**config.mk**
```make
export PLATFORM = sky130hd
export DESIGN_NAME = matrix_exp_top
export DESIGN_NICKNAME = d
export VERILOG_FILES = /design/src/logic/mexp_pkg.sv /design/src/logic/taylor_exp_core.sv /design/src/logic/vector_exp_unit.sv /design/src/logic/matrix_exp_sequencer.sv /design/src/logic/matrix_exp_top.sv
export VERILOG_INCLUDE_DIRS = /design/src /design/src/include
export SDC_FILE = /design/constraint.sdc
export NUM_CORES = 1
export LEC_CHECK = 0
export ABC_AREA = 1
export ABC_CLOCK_PERIOD_IN_PS = 117100
export BUFFER_PORTS_ARGS = -buffer_cell sky130_fd_sc_hd__buf_2
export CAP_MARGIN = 20
export CORE_ASPECT_RATIO = 1.2
export CORE_MARGIN = 4
export CORE_UTILIZATION = 50
export DETAILED_ROUTE_END_ITERATION = 12
export PLACE_DENSITY = 0.65
export SLEW_MARGIN = 20
export SYNTH_ARGS = -nofsm -noshare
export SYNTH_HDL_FRONTEND = slang
export SYNTH_SLANG_ARGS = --single-unit
```
**constraint.sdc**
```tcl
create_clock -name CLK -period 117.1 [get_ports CLK]
set_input_delay 5.855 -clock CLK [delete_from_list [all_inputs] [get_ports CLK]]
set_output_delay 5.855 -clock CLK [all_outputs]
set_load 0.05 [all_outputs]
```
**src/include/mexp_params.svh**
```systemverilog
// Global sizing constants for the element-wise matrix exponential unit
`ifndef MEXP_PARAMS_SVH
`define MEXP_PARAMS_SVH

//////////////////////////////
// Fixed-point format
//////////////////////////////

// Total width of one signed value
`define MEXP_DATA_WIDTH 16

// Fraction bits, so 1.0 is 0x0100
`define MEXP_FRAC_BITS 8

//////////////////////////////
// Series and matrix limits
//////////////////////////////

// Taylor terms including the constant term
`define MEXP_TERM_COUNT 8

// Row and column count width, sizes 1 to 15
`define MEXP_INDEX_WIDTH 4

`endif

```
**src/logic/mexp_pkg.sv**
```systemverilog
// Shared types of the matrix exponential unit
package mexp_pkg;

  `include "mexp_params.svh"

  //////////////////////////////
  // Data types
  //////////////////////////////

  // One signed fixed-point word
  typedef logic signed [`MEXP_DATA_WIDTH-1:0] fixed_t;

  // Matrix sizes and loop counters
  typedef logic [`MEXP_INDEX_WIDTH-1:0] index_t;

  //////////////////////////////
  // Control types
  //////////////////////////////

  // Sequencer FSM states
  typedef enum logic [1:0] {
    seq_idle,
    seq_expect_row,
    seq_expect_col,
    seq_busy
  } seq_state_t;

endpackage

```
**src/logic/taylor_exp_core.sv**
```systemverilog
// Iterative fixed-point Taylor series evaluation of e^x, one term per cycle
`timescale 1ns/1ps

`include "mexp_params.svh"

module taylor_exp_core
  import mexp_pkg::*;
(
  input  logic   CLK,
  input  logic   RST,
  input  logic   launch,
  input  fixed_t operand,
  output logic   done,
  output fixed_t result
);

  //////////////////////////////
  // Constants
  //////////////////////////////

  localparam int     data_w = `MEXP_DATA_WIDTH;
  localparam int     idx_w  = `MEXP_INDEX_WIDTH;
  // Fixed-point 1.0
  localparam fixed_t one    = fixed_t'(1 << `MEXP_FRAC_BITS);
  // Index of the final term
  localparam index_t last_k = index_t'(`MEXP_TERM_COUNT - 1);

  //////////////////////////////
  // Signals
  //////////////////////////////

  logic   busy_q;
  index_t k_q;

  // Operand and running series
  fixed_t x_q;
  fixed_t term_q;
  fixed_t sum_q;

  // Double-width datapath for one term
  logic signed [2*data_w-1:0] product;
  logic signed [2*data_w-1:0] scaled;
  logic signed [2*data_w-1:0] divisor;
  logic signed [2*data_w-1:0] quotient;

  fixed_t term_next;
  fixed_t sum_next;

  //////////////////////////////
  // Term datapath
  //////////////////////////////

  always_comb begin
    // term_k = (term_(k-1) * x >>> frac) / k
    product   = term_q * x_q;
    scaled    = product >>> `MEXP_FRAC_BITS;
    divisor   = {{(2*data_w-idx_w){1'b0}}, k_q};
    // Signed divide truncates toward zero
    quotient  = scaled / divisor;
    term_next = quotient[data_w-1:0];
    // Sum wraps at the word width
    sum_next  = sum_q + term_next;
  end

  //////////////////////////////
  // Iteration control
  //////////////////////////////

  always_ff @(posedge CLK or posedge RST) begin
    if (RST) begin
      busy_q <= 1'b0;
      k_q    <= '0;
      done   <= 1'b0;
    end else begin
      done <= 1'b0;
      if (launch) begin
        // Load cycle, first term next
        busy_q <= 1'b1;
        k_q    <= index_t'(1);
      end else if (busy_q) begin
        k_q <= index_t'(k_q + 1'b1);
        if (k_q == last_k) begin
          busy_q <= 1'b0;
          done   <= 1'b1;
        end
      end
    end
  end

  // Series registers
  always_ff @(posedge CLK) begin
    if (launch) begin
      x_q    <= operand;
      term_q <= one;
      sum_q  <= one;
    end else if (busy_q) begin
      term_q <= term_next;
      sum_q  <= sum_next;
      if (k_q == last_k) begin
        result <= sum_next;
      end
    end
  end

endmodule

```
**src/logic/vector_exp_unit.sv**
```systemverilog
// Per-row column tracking that launches the Taylor core and tags the row end
`timescale 1ns/1ps

module vector_exp_unit
  import mexp_pkg::*;
(
  input  logic   CLK,
  input  logic   RST,
  // Job start with the row length
  input  logic   start,
  input  index_t size_j,
  // Element from the sequencer
  input  logic   elem_valid,
  input  fixed_t elem_data,
  input  logic   row_first,
  // Core return path
  input  logic   done,
  input  fixed_t result,
  // Core launch
  output logic   launch,
  output fixed_t operand,
  // Result toward the sequencer
  output logic   res_valid,
  output fixed_t res_data,
  output logic   row_last
);

  //////////////////////////////
  // Signals
  //////////////////////////////

  // Columns per row, latched on start
  index_t size_j_q;

  // Column of the element in flight
  index_t col_q;
  index_t col_next;

  // Row-end flag for the element in flight
  logic   last_q;

  //////////////////////////////
  // Column counter
  //////////////////////////////

  // Row start goes back to column zero
  assign col_next = row_first ? '0 : index_t'(col_q + 1'b1);

  always_ff @(posedge CLK or posedge RST) begin
    if (RST) begin
      size_j_q <= '0;
      col_q    <= '0;
      last_q   <= 1'b0;
    end else begin
      if (start) begin
        size_j_q <= size_j;
      end
      if (elem_valid) begin
        col_q  <= col_next;
        last_q <= (col_next == index_t'(size_j_q - 1'b1));
      end else if (done) begin
        // Flag is spent once the result is out
        last_q <= 1'b0;
      end
    end
  end

  //////////////////////////////
  // Core hand-off
  //////////////////////////////

  // Launch in the same cycle as the element
  assign launch    = elem_valid;
  assign operand   = elem_data;

  // Result goes straight back with its row tag
  assign res_valid = done;
  assign res_data  = result;
  assign row_last  = last_q;

endmodule

```
**src/logic/matrix_exp_sequencer.sv**
```systemverilog
// Input sequencer that checks strobe order and drives the result strobes of the unit
`timescale 1ns/1ps

module matrix_exp_sequencer
  import mexp_pkg::*;
(
  input  logic   CLK,
  input  logic   RST,
  // Job control from the host
  input  logic   start,
  input  index_t size_i,
  // Element strobes from the host
  input  logic   data_in_i_enable,
  input  logic   data_in_j_enable,
  input  fixed_t data_in,
  // Result side of the vector unit
  input  logic   res_valid,
  input  fixed_t res_data,
  input  logic   row_last,
  // Element toward the vector unit
  output logic   elem_valid,
  output fixed_t elem_data,
  output logic   row_first,
  // Result strobes to the host
  output logic   ready,
  output fixed_t data_out,
  output logic   data_out_i_enable,
  output logic   data_out_j_enable
);

  //////////////////////////////
  // Signals
  //////////////////////////////

  // FSM state
  seq_state_t state_q;

  // Row count latched on start
  index_t size_i_q;

  // Current row of the job
  index_t row_q;

  // Strobe that matches the expected position
  logic   accept_row;
  logic   accept_col;

  // Result of the final row
  logic   last_row;

  //////////////////////////////
  // Strobe qualification
  //////////////////////////////

  // i-strobe only when a row start is due
  assign accept_row = (state_q == seq_expect_row) && data_in_i_enable;

  // j-strobe only inside a row
  assign accept_col = (state_q == seq_expect_col) && data_in_j_enable;

  assign last_row = (row_q == index_t'(size_i_q - 1'b1));

  //////////////////////////////
  // Control FSM
  //////////////////////////////

  always_ff @(posedge CLK or posedge RST) begin
    if (RST) begin
      state_q           <= seq_idle;
      size_i_q          <= '0;
      row_q             <= '0;
      elem_valid        <= 1'b0;
      row_first         <= 1'b0;
      ready             <= 1'b0;
      data_out          <= '0;
      data_out_i_enable <= 1'b0;
      data_out_j_enable <= 1'b0;
    end else begin
      // All strobes are single-cycle pulses
      elem_valid        <= 1'b0;
      ready             <= 1'b0;
      data_out_i_enable <= 1'b0;
      data_out_j_enable <= 1'b0;

      case (state_q)
        seq_idle: begin
          if (start) begin
            size_i_q <= size_i;
            row_q    <= '0;
            state_q  <= seq_expect_row;
          end
        end
        seq_expect_row: begin
          // First element of a row restarts the column count
          if (accept_row) begin
            elem_valid <= 1'b1;
            row_first  <= 1'b1;
            state_q    <= seq_busy;
          end
        end
        seq_expect_col: begin
          if (accept_col) begin
            elem_valid <= 1'b1;
            row_first  <= 1'b0;
            state_q    <= seq_busy;
          end
        end
        seq_busy: begin
          // Strobes seen here are dropped
          if (res_valid) begin
            data_out          <= res_data;
            data_out_j_enable <= 1'b1;
            if (!row_last) begin
              state_q <= seq_expect_col;
            end else if (last_row) begin
              // End of job
              ready   <= 1'b1;
              state_q <= seq_idle;
            end else begin
              data_out_i_enable <= 1'b1;
              row_q             <= index_t'(row_q + 1'b1);
              state_q           <= seq_expect_row;
            end
          end
        end
        default: begin
          state_q <= seq_idle;
        end
      endcase
    end
  end

  //////////////////////////////
  // Element register
  //////////////////////////////

  // Operand captured with the accepted strobe
  always_ff @(posedge CLK) begin
    if (accept_row || accept_col) begin
      elem_data <= data_in;
    end
  end

endmodule

```
**src/logic/matrix_exp_top.sv**
```systemverilog
// Top level of the element-wise matrix exponential unit
`timescale 1ns/1ps

module matrix_exp_top
  import mexp_pkg::*;
(
  input  logic   CLK,
  input  logic   RST,
  input  logic   start,
  input  index_t size_i,
  input  index_t size_j,
  input  fixed_t data_in,
  input  logic   data_in_i_enable,
  input  logic   data_in_j_enable,
  output logic   ready,
  output fixed_t data_out,
  output logic   data_out_i_enable,
  output logic   data_out_j_enable
);

  // Sequencer to vector unit
  logic   elem_valid;
  fixed_t elem_data;
  logic   row_first;

  // Vector unit to core and back
  logic   launch;
  fixed_t operand;
  logic   done;
  fixed_t result;

  // Results back to the sequencer
  logic   res_valid;
  fixed_t res_data;
  logic   row_last;

  matrix_exp_sequencer i_sequencer (
    .CLK              (CLK),
    .RST              (RST),
    .start            (start),
    .size_i           (size_i),
    .data_in_i_enable (data_in_i_enable),
    .data_in_j_enable (data_in_j_enable),
    .data_in          (data_in),
    .res_valid        (res_valid),
    .res_data         (res_data),
    .row_last         (row_last),
    .elem_valid       (elem_valid),
    .elem_data        (elem_data),
    .row_first        (row_first),
    .ready            (ready),
    .data_out         (data_out),
    .data_out_i_enable(data_out_i_enable),
    .data_out_j_enable(data_out_j_enable)
  );

  vector_exp_unit i_vector_unit (
    .CLK       (CLK),
    .RST       (RST),
    .start     (start),
    .size_j    (size_j),
    .elem_valid(elem_valid),
    .elem_data (elem_data),
    .row_first (row_first),
    .done      (done),
    .result    (result),
    .launch    (launch),
    .operand   (operand),
    .res_valid (res_valid),
    .res_data  (res_data),
    .row_last  (row_last)
  );

  taylor_exp_core i_taylor_core (
    .CLK    (CLK),
    .RST    (RST),
    .launch (launch),
    .operand(operand),
    .done   (done),
    .result (result)
  );

endmodule

```
# [Word level (Yosys, flattened, before mapping)]
# Cells that the tools add are included.
[op_classes] reduce_logical=14 mul=1 n_bitwise=1 n_addsub=6 div=1 eq_ne=12 mux=39
[op_table] op="32-bit by 5-bit divider with 32-bit output" n=1
[op_table] op="16-bit by 16-bit multiplier with 32-bit output" n=1
[op_table] op="4-bit 2-to-1 mux" n=7
[op_table] op="1-bit 2-to-1 mux" n=23
[op_table] op="16-bit adder" n=1
[op_table] op="4-bit by 1-bit adder with 4-bit output (second input constant)" n=3
[op_table] op="2-bit 2-to-1 mux" n=5
[op_table] op="4-bit equality test" n=2
[op_table] op="2-bit by 1-bit inequality test with 1-bit output (second input constant)" n=4
[op_table] op="2-bit case mux with 4 select lines" n=1
[op_table] op="4-bit case mux with 2 select lines" n=1
[op_table] op="2-bit nonzero test" n=4
[op_table] op="4-bit by 1-bit subtractor with 4-bit output (second input constant)" n=2
[op_table] op="3-bit AND reduction" n=2
[op_table] op="5-bit AND reduction" n=1
[op_table] op="2-bit equality test (second input constant)" n=2
[op_table] op="4-bit by 3-bit equality test with 1-bit output (second input constant)" n=1
[op_table] op="2-bit inequality test (second input constant)" n=2
[op_table] op="1-bit case mux with 2 select lines" n=2
[op_table] op="2-bit AND reduction" n=2
[op_table] op="4-bit AND reduction" n=1
[op_table] op="2-bit by 1-bit equality test with 1-bit output (second input constant)" n=1
[op_table] op="1-bit logical AND" n=2
[op_table] op="2-bit zero test" n=1
[op_table] op="other kinds (2)" n=2
[totals] elab_cells=94 reg_bits=126

# [Longest topological paths before layout]
[depth] word_depth=6 ltp_mapped=405

# [Modules after synthesis]
# Synthesis repeated with hierarchy kept, for this count alone.
[hier_totals] cells_unflattened=6711 hier_area_um2=42152.9
[modules_own_cells] module="taylor_exp_core" cells_per_inst=6406 area_per_inst_um2=39355.2 instances=1 seq_area_each_um2=1751.7
[modules_own_cells] module="matrix_exp_sequencer" cells_per_inst=192 area_per_inst_um2=1993.2 instances=1 seq_area_each_um2=1256.2
[modules_own_cells] module="vector_exp_unit" cells_per_inst=113 area_per_inst_um2=804.5 instances=1 seq_area_each_um2=225.2

# [Worst setup path before layout]
# Ideal clock, no wire load.
[synth_timing] path_type="flip-flop to flip-flop" from="register i_taylor_core.k_q[0]" to="register i_taylor_core.result[15] (data pin)" synth_period_minus_slack_ns=54.121 path_stages_with_launch=376 slack_ns=62.979 setup_time_ns=0.255 t_arrival_ns=53.867 cell_sequence="dfrtp_1 inv_1 ha_1 nand2_1 inv_1 nand2_1 nand2_1 nand2_2 nand2_1 ha_1 inv_1 nor2_1 nand2_1 nand3_1 nand3_1 nand2_1 ha_1 a21oi_1 [340 not listed] nand2_1 a21oi_1 o21bai_1 a21oi_1 o21bai_1 a21oi_1 o21bai_1 nand2_1 inv_1 o21ai_0 nand2_1 nand3_1 nand2_1 a21oi_1 o21bai_1 xor2_1 nand2_1 and2_1"
[synth_between] elab_chain_len=2
[synth_rtl] item="start: declaration" line_no="taylor_exp_core.sv:33" rtl="index_t k_q;"
[synth_rtl] item="start signal: assignment" line_no="taylor_exp_core.sv:79" rtl="k_q <= index_t'(1);"
[synth_rtl] item="start signal: assignment" line_no="taylor_exp_core.sv:81" rtl="k_q <= index_t'(k_q + 1'b1);"
[synth_rtl] item="32-bit by 5-bit divider with 32-bit output" line_no="taylor_exp_core.sv:59" rtl="quotient = scaled / divisor;"
[synth_rtl] item="net i_taylor_core.quotient[1]" line_no="taylor_exp_core.sv:44" rtl="logic signed [2*data_w-1:0] quotient;"
[synth_rtl] item="16-bit adder" line_no="taylor_exp_core.sv:62" rtl="sum_next = sum_q + term_next;"
[synth_rtl] item="net i_taylor_core.sum_next[15]" line_no="taylor_exp_core.sv:47" rtl="fixed_t sum_next;"
[synth_rtl] item="end signal: assignment" line_no="taylor_exp_core.sv:100" rtl="result <= sum_next;"
[synth_rtl] item="end: declaration" line_no="taylor_exp_core.sv:14" rtl="output fixed_t result"
# The timed path passes the listed nets, and every way through them passes these cells.
# A chain may end at the register's enable or synchronous reset.

# [Worst setup path after layout]
# Ends and elaborated chain as after synthesis.

==> out/results.ini <==
[floorplan]
start_util = 0.5064
die_area_um2 = 86570
die_y_um = 321.5
core_um2 = 80880
num_rows = 114
io-pin-count = 48
die_w_um = 269.3

[yosys]
synth_adder_area_share = 0.1980
synthMuxAreaShare = 0.0005499
yosysWarnings = 0
async_reset_ff_frac = 0.3651
synth_top_area_cell = nand2_1
synth_xor_xnor_area_share = 0.04186
yosys-top-cells-area = nand2_1 (15%), fa_1 (13%), inv_1 (11%), ha_1 (7.0%), nor2_1 (5.6%)
synth_ff_type = edfxtp_1
syn_area_um2 = 40950
synth.avg_cell_area_um2 = 6.335
synth_edf_count = 48
synth_cell_types = 78
synthCells = 6465
synth_compound_area_frac = 0.07574
ys_seq_elements = 126
post-synth-top-area-fraction = 0.1539
synth_top_family_by_area = simple AND/OR/NAND/NOR gates
ys_seq_area_frac = 0.07895
yosys.area_share.simple = 0.4530

[place]
hpwl_mm = 98.42
gp_congestion = 0.9445
dp_cells = 7460
place_area_um2 = 41690
portBuffers = 47

[setup_path]
start_kind = register
reg2reg_depth = 354
crit_slowest_cell = nand3_2
path_class = register to register
r2r_slack_ps = 53390
crit_fanout = 37
worst_ep_required_time_ps = 117320
crit_arrival_ps = 63930
r2r_end = i_taylor_core.result[15]
cp_common_cell = nand2_1
slowest_delay_ps = 690
endpoint_kind = register
r2r-start = i_taylor_core.k_q[0]

[detailed_routing]
drt-initial-drc-count = 2676
firstDrtPassIters = 7
wl_per_cell_um = 15.87
vias = 39780
drc_errors = 0
ant_nets = 0
viasPerCell = 5.310
wl_mm = 118.9

[global_routing]
grt-ovfl-total = 0
grt_pass1_vias = 38350
grtUsageMet1 = 0.3436
met3_usage = 0.02973
grt.total_usage = 0.2724
grt_max_degree = 47
antenna_found_initial = 0
grt_use_met2 = 0.4890
grt_pass1_wl_mm = 195.6
grt.busiest_layer = met2

[finish]
n_fill_cell = 8394
nNetsFinal = 6955
finalInstanceArea_um2 = 42290
diodes = 0
stdcell_count = 7492
drive_gt1_frac = 0.1363
area_growth_pct = 3.263

[timing]
max_freq_ghz = 0.01570
worst_pin_slew_ps = 1043
fin_worst_skew_ps = 24.64
relSlewSlack = 0.3037
setup_viol = 0
setup_tns_ps = 0
whs_ps = 398.4
rsz0062_at_grt = no
finalCritPeriodShare = 0.5440
finalMaxSlewViolations = 0
period_minus_slack_ps = 63710
hold_viol_final = 0

[clocking]
cts_max_level = 4
clock_path_buffers = 2
clkTransAtPathRegs_ps = 90
hold_buffers = 0
post_cts_resized = 0
postCtsSetupBuffers = 0
cts_buffers = 17
cts-root-buf = clkbuf_16
clock_sinks = 126
worstSkewPairLatency_ps = 480
cts_tree = yes

[hold_path]
hold-path-cell-count = 0
min_to = i_taylor_core.x_q[9]
hold_class = register to register
holdCritStartpoint = i_sequencer.elem_data[9]

[run]
cap_viol_max_count = 0

[run_status]
status = complete, no violations

==> how the worst max path moves through the flow <==
stage	slack, ps	to	startpoint	cells past startpoint
6_report	53390	i_taylor_core.result[15]	i_taylor_core.k_q[0]	354
5_1_grt	46130	i_taylor_core.result[15]	i_taylor_core.k_q[0]	354
4_1_cts	53750	i_taylor_core.result[15]	i_taylor_core.k_q[0]	354
3_5_place_dp	53850	i_taylor_core.result[15]	i_taylor_core.k_q[0]	354
3_3_place_gp	56250	i_taylor_core.result[15]	i_taylor_core.k_q[0]	359
2_1_floorplan	62980	i_taylor_core.result[15]	i_taylor_core.k_q[0]	375
==> synthesized netlist by cell type (137+ instances only) <==
| cell type | instances |
|---|---|
| nand3_2 | 160 |
| xor2_1 | 137 |
| ha_1 | 229 |
| nor2_1 | 613 |
| nand3_1 | 456 |
| nand2_1 | 1679 |
| inv_1 | 1211 |
| fa_1 | 262 |
| nand4_1 | 206 |
| o21ai_0 | 167 |
| a21oi_1 | 148 |
| nand2_2 | 159 |
==> cell type report <==
class | count | area [um^2] | share of cell area
sequential | 126 | 3233 | 0.07645
tap | 1044 | 1306 | 0.03089
clock buffer | 17 | 425.4 | 0.01006
multi-input combinational | 4858 | 31540 | 0.7458
clock inverter | 15 | 170.2 | 0.004024
inverter | 1357 | 5170 | 0.1223
timing repair buffer | 75 | 445.4 | 0.01053
==> flip-flops by register name, summed over array words and instances, names as in the netlist, 2 cells and up <==
register / flops
i_sequencer.data_out: 16
i_sequencer.elem_data: 16
i_sequencer.row_q: 4
i_sequencer.size_i_q: 4
i_sequencer.state_q: 2
i_taylor_core.k_q: 4
i_taylor_core.result: 16
i_taylor_core.sum_q: 16
i_taylor_core.term_q: 16
i_taylor_core.x_q: 16
i_vector_unit.col_q: 4
i_vector_unit.size_j_q: 4
==> placed cells by master (no fill, tap or decap), drive strengths merged, types with 55 or more instances in the layout <==
cell    Yosys  routed
a21oi     160     160
buf        53      75
clkinv     58      63
fa        262     262
ha        229     229
inv      1295    1303
nand2    1913    1913
nand3     651     651
nand4     226     226
nor2      751     751
o21ai     251     251
xnor2      55      55
xor2      139     139
==> per-stage QoR <==
step                worst slack, ps    util
detailed placement            53850  0.5155
CTS                           53750  0.5229
floorplan                     62980       -
global placement              56250  0.5155
finish                        53390  0.5229
global route                  46130  0.5229
==> kinds of logic after synthesis <==
family | Yosys count
buffers and inverters | 1488
AOI/OAI and AO/OA | 522
xor gates and xnor gates | 194
and+or+nand+nor | 3641
other | 1
muxes | 2
DFF | 126
adders and majority gates | 491
==> worst max-delay path: cells and delay by family (launching register included) <==
kind,cells,cell delay [ps]
buffers and inverters,55,5820
and+or+nand+nor,173,27480
DFF,1,420
xor gates and xnor gates,2,410
adders and majority gates,33,10580
AOI/OAI and AO/OA,91,18550
==> per-layer routing <==
| layer | vias up | share of wire |
|---|---|---|
| li1 | 20080 | - |
| met5 | - | 0 |
| met2 | 1007 | 0.49 |
| met1 | 18500 | 0.43 |
| met3 | 198 | 0.048 |
| met4 | 0 | 0.034 |
Power is left out: the tool's default activity adds up to more than one toggle a clock period on the data nets, which glitch-free logic cannot reach.
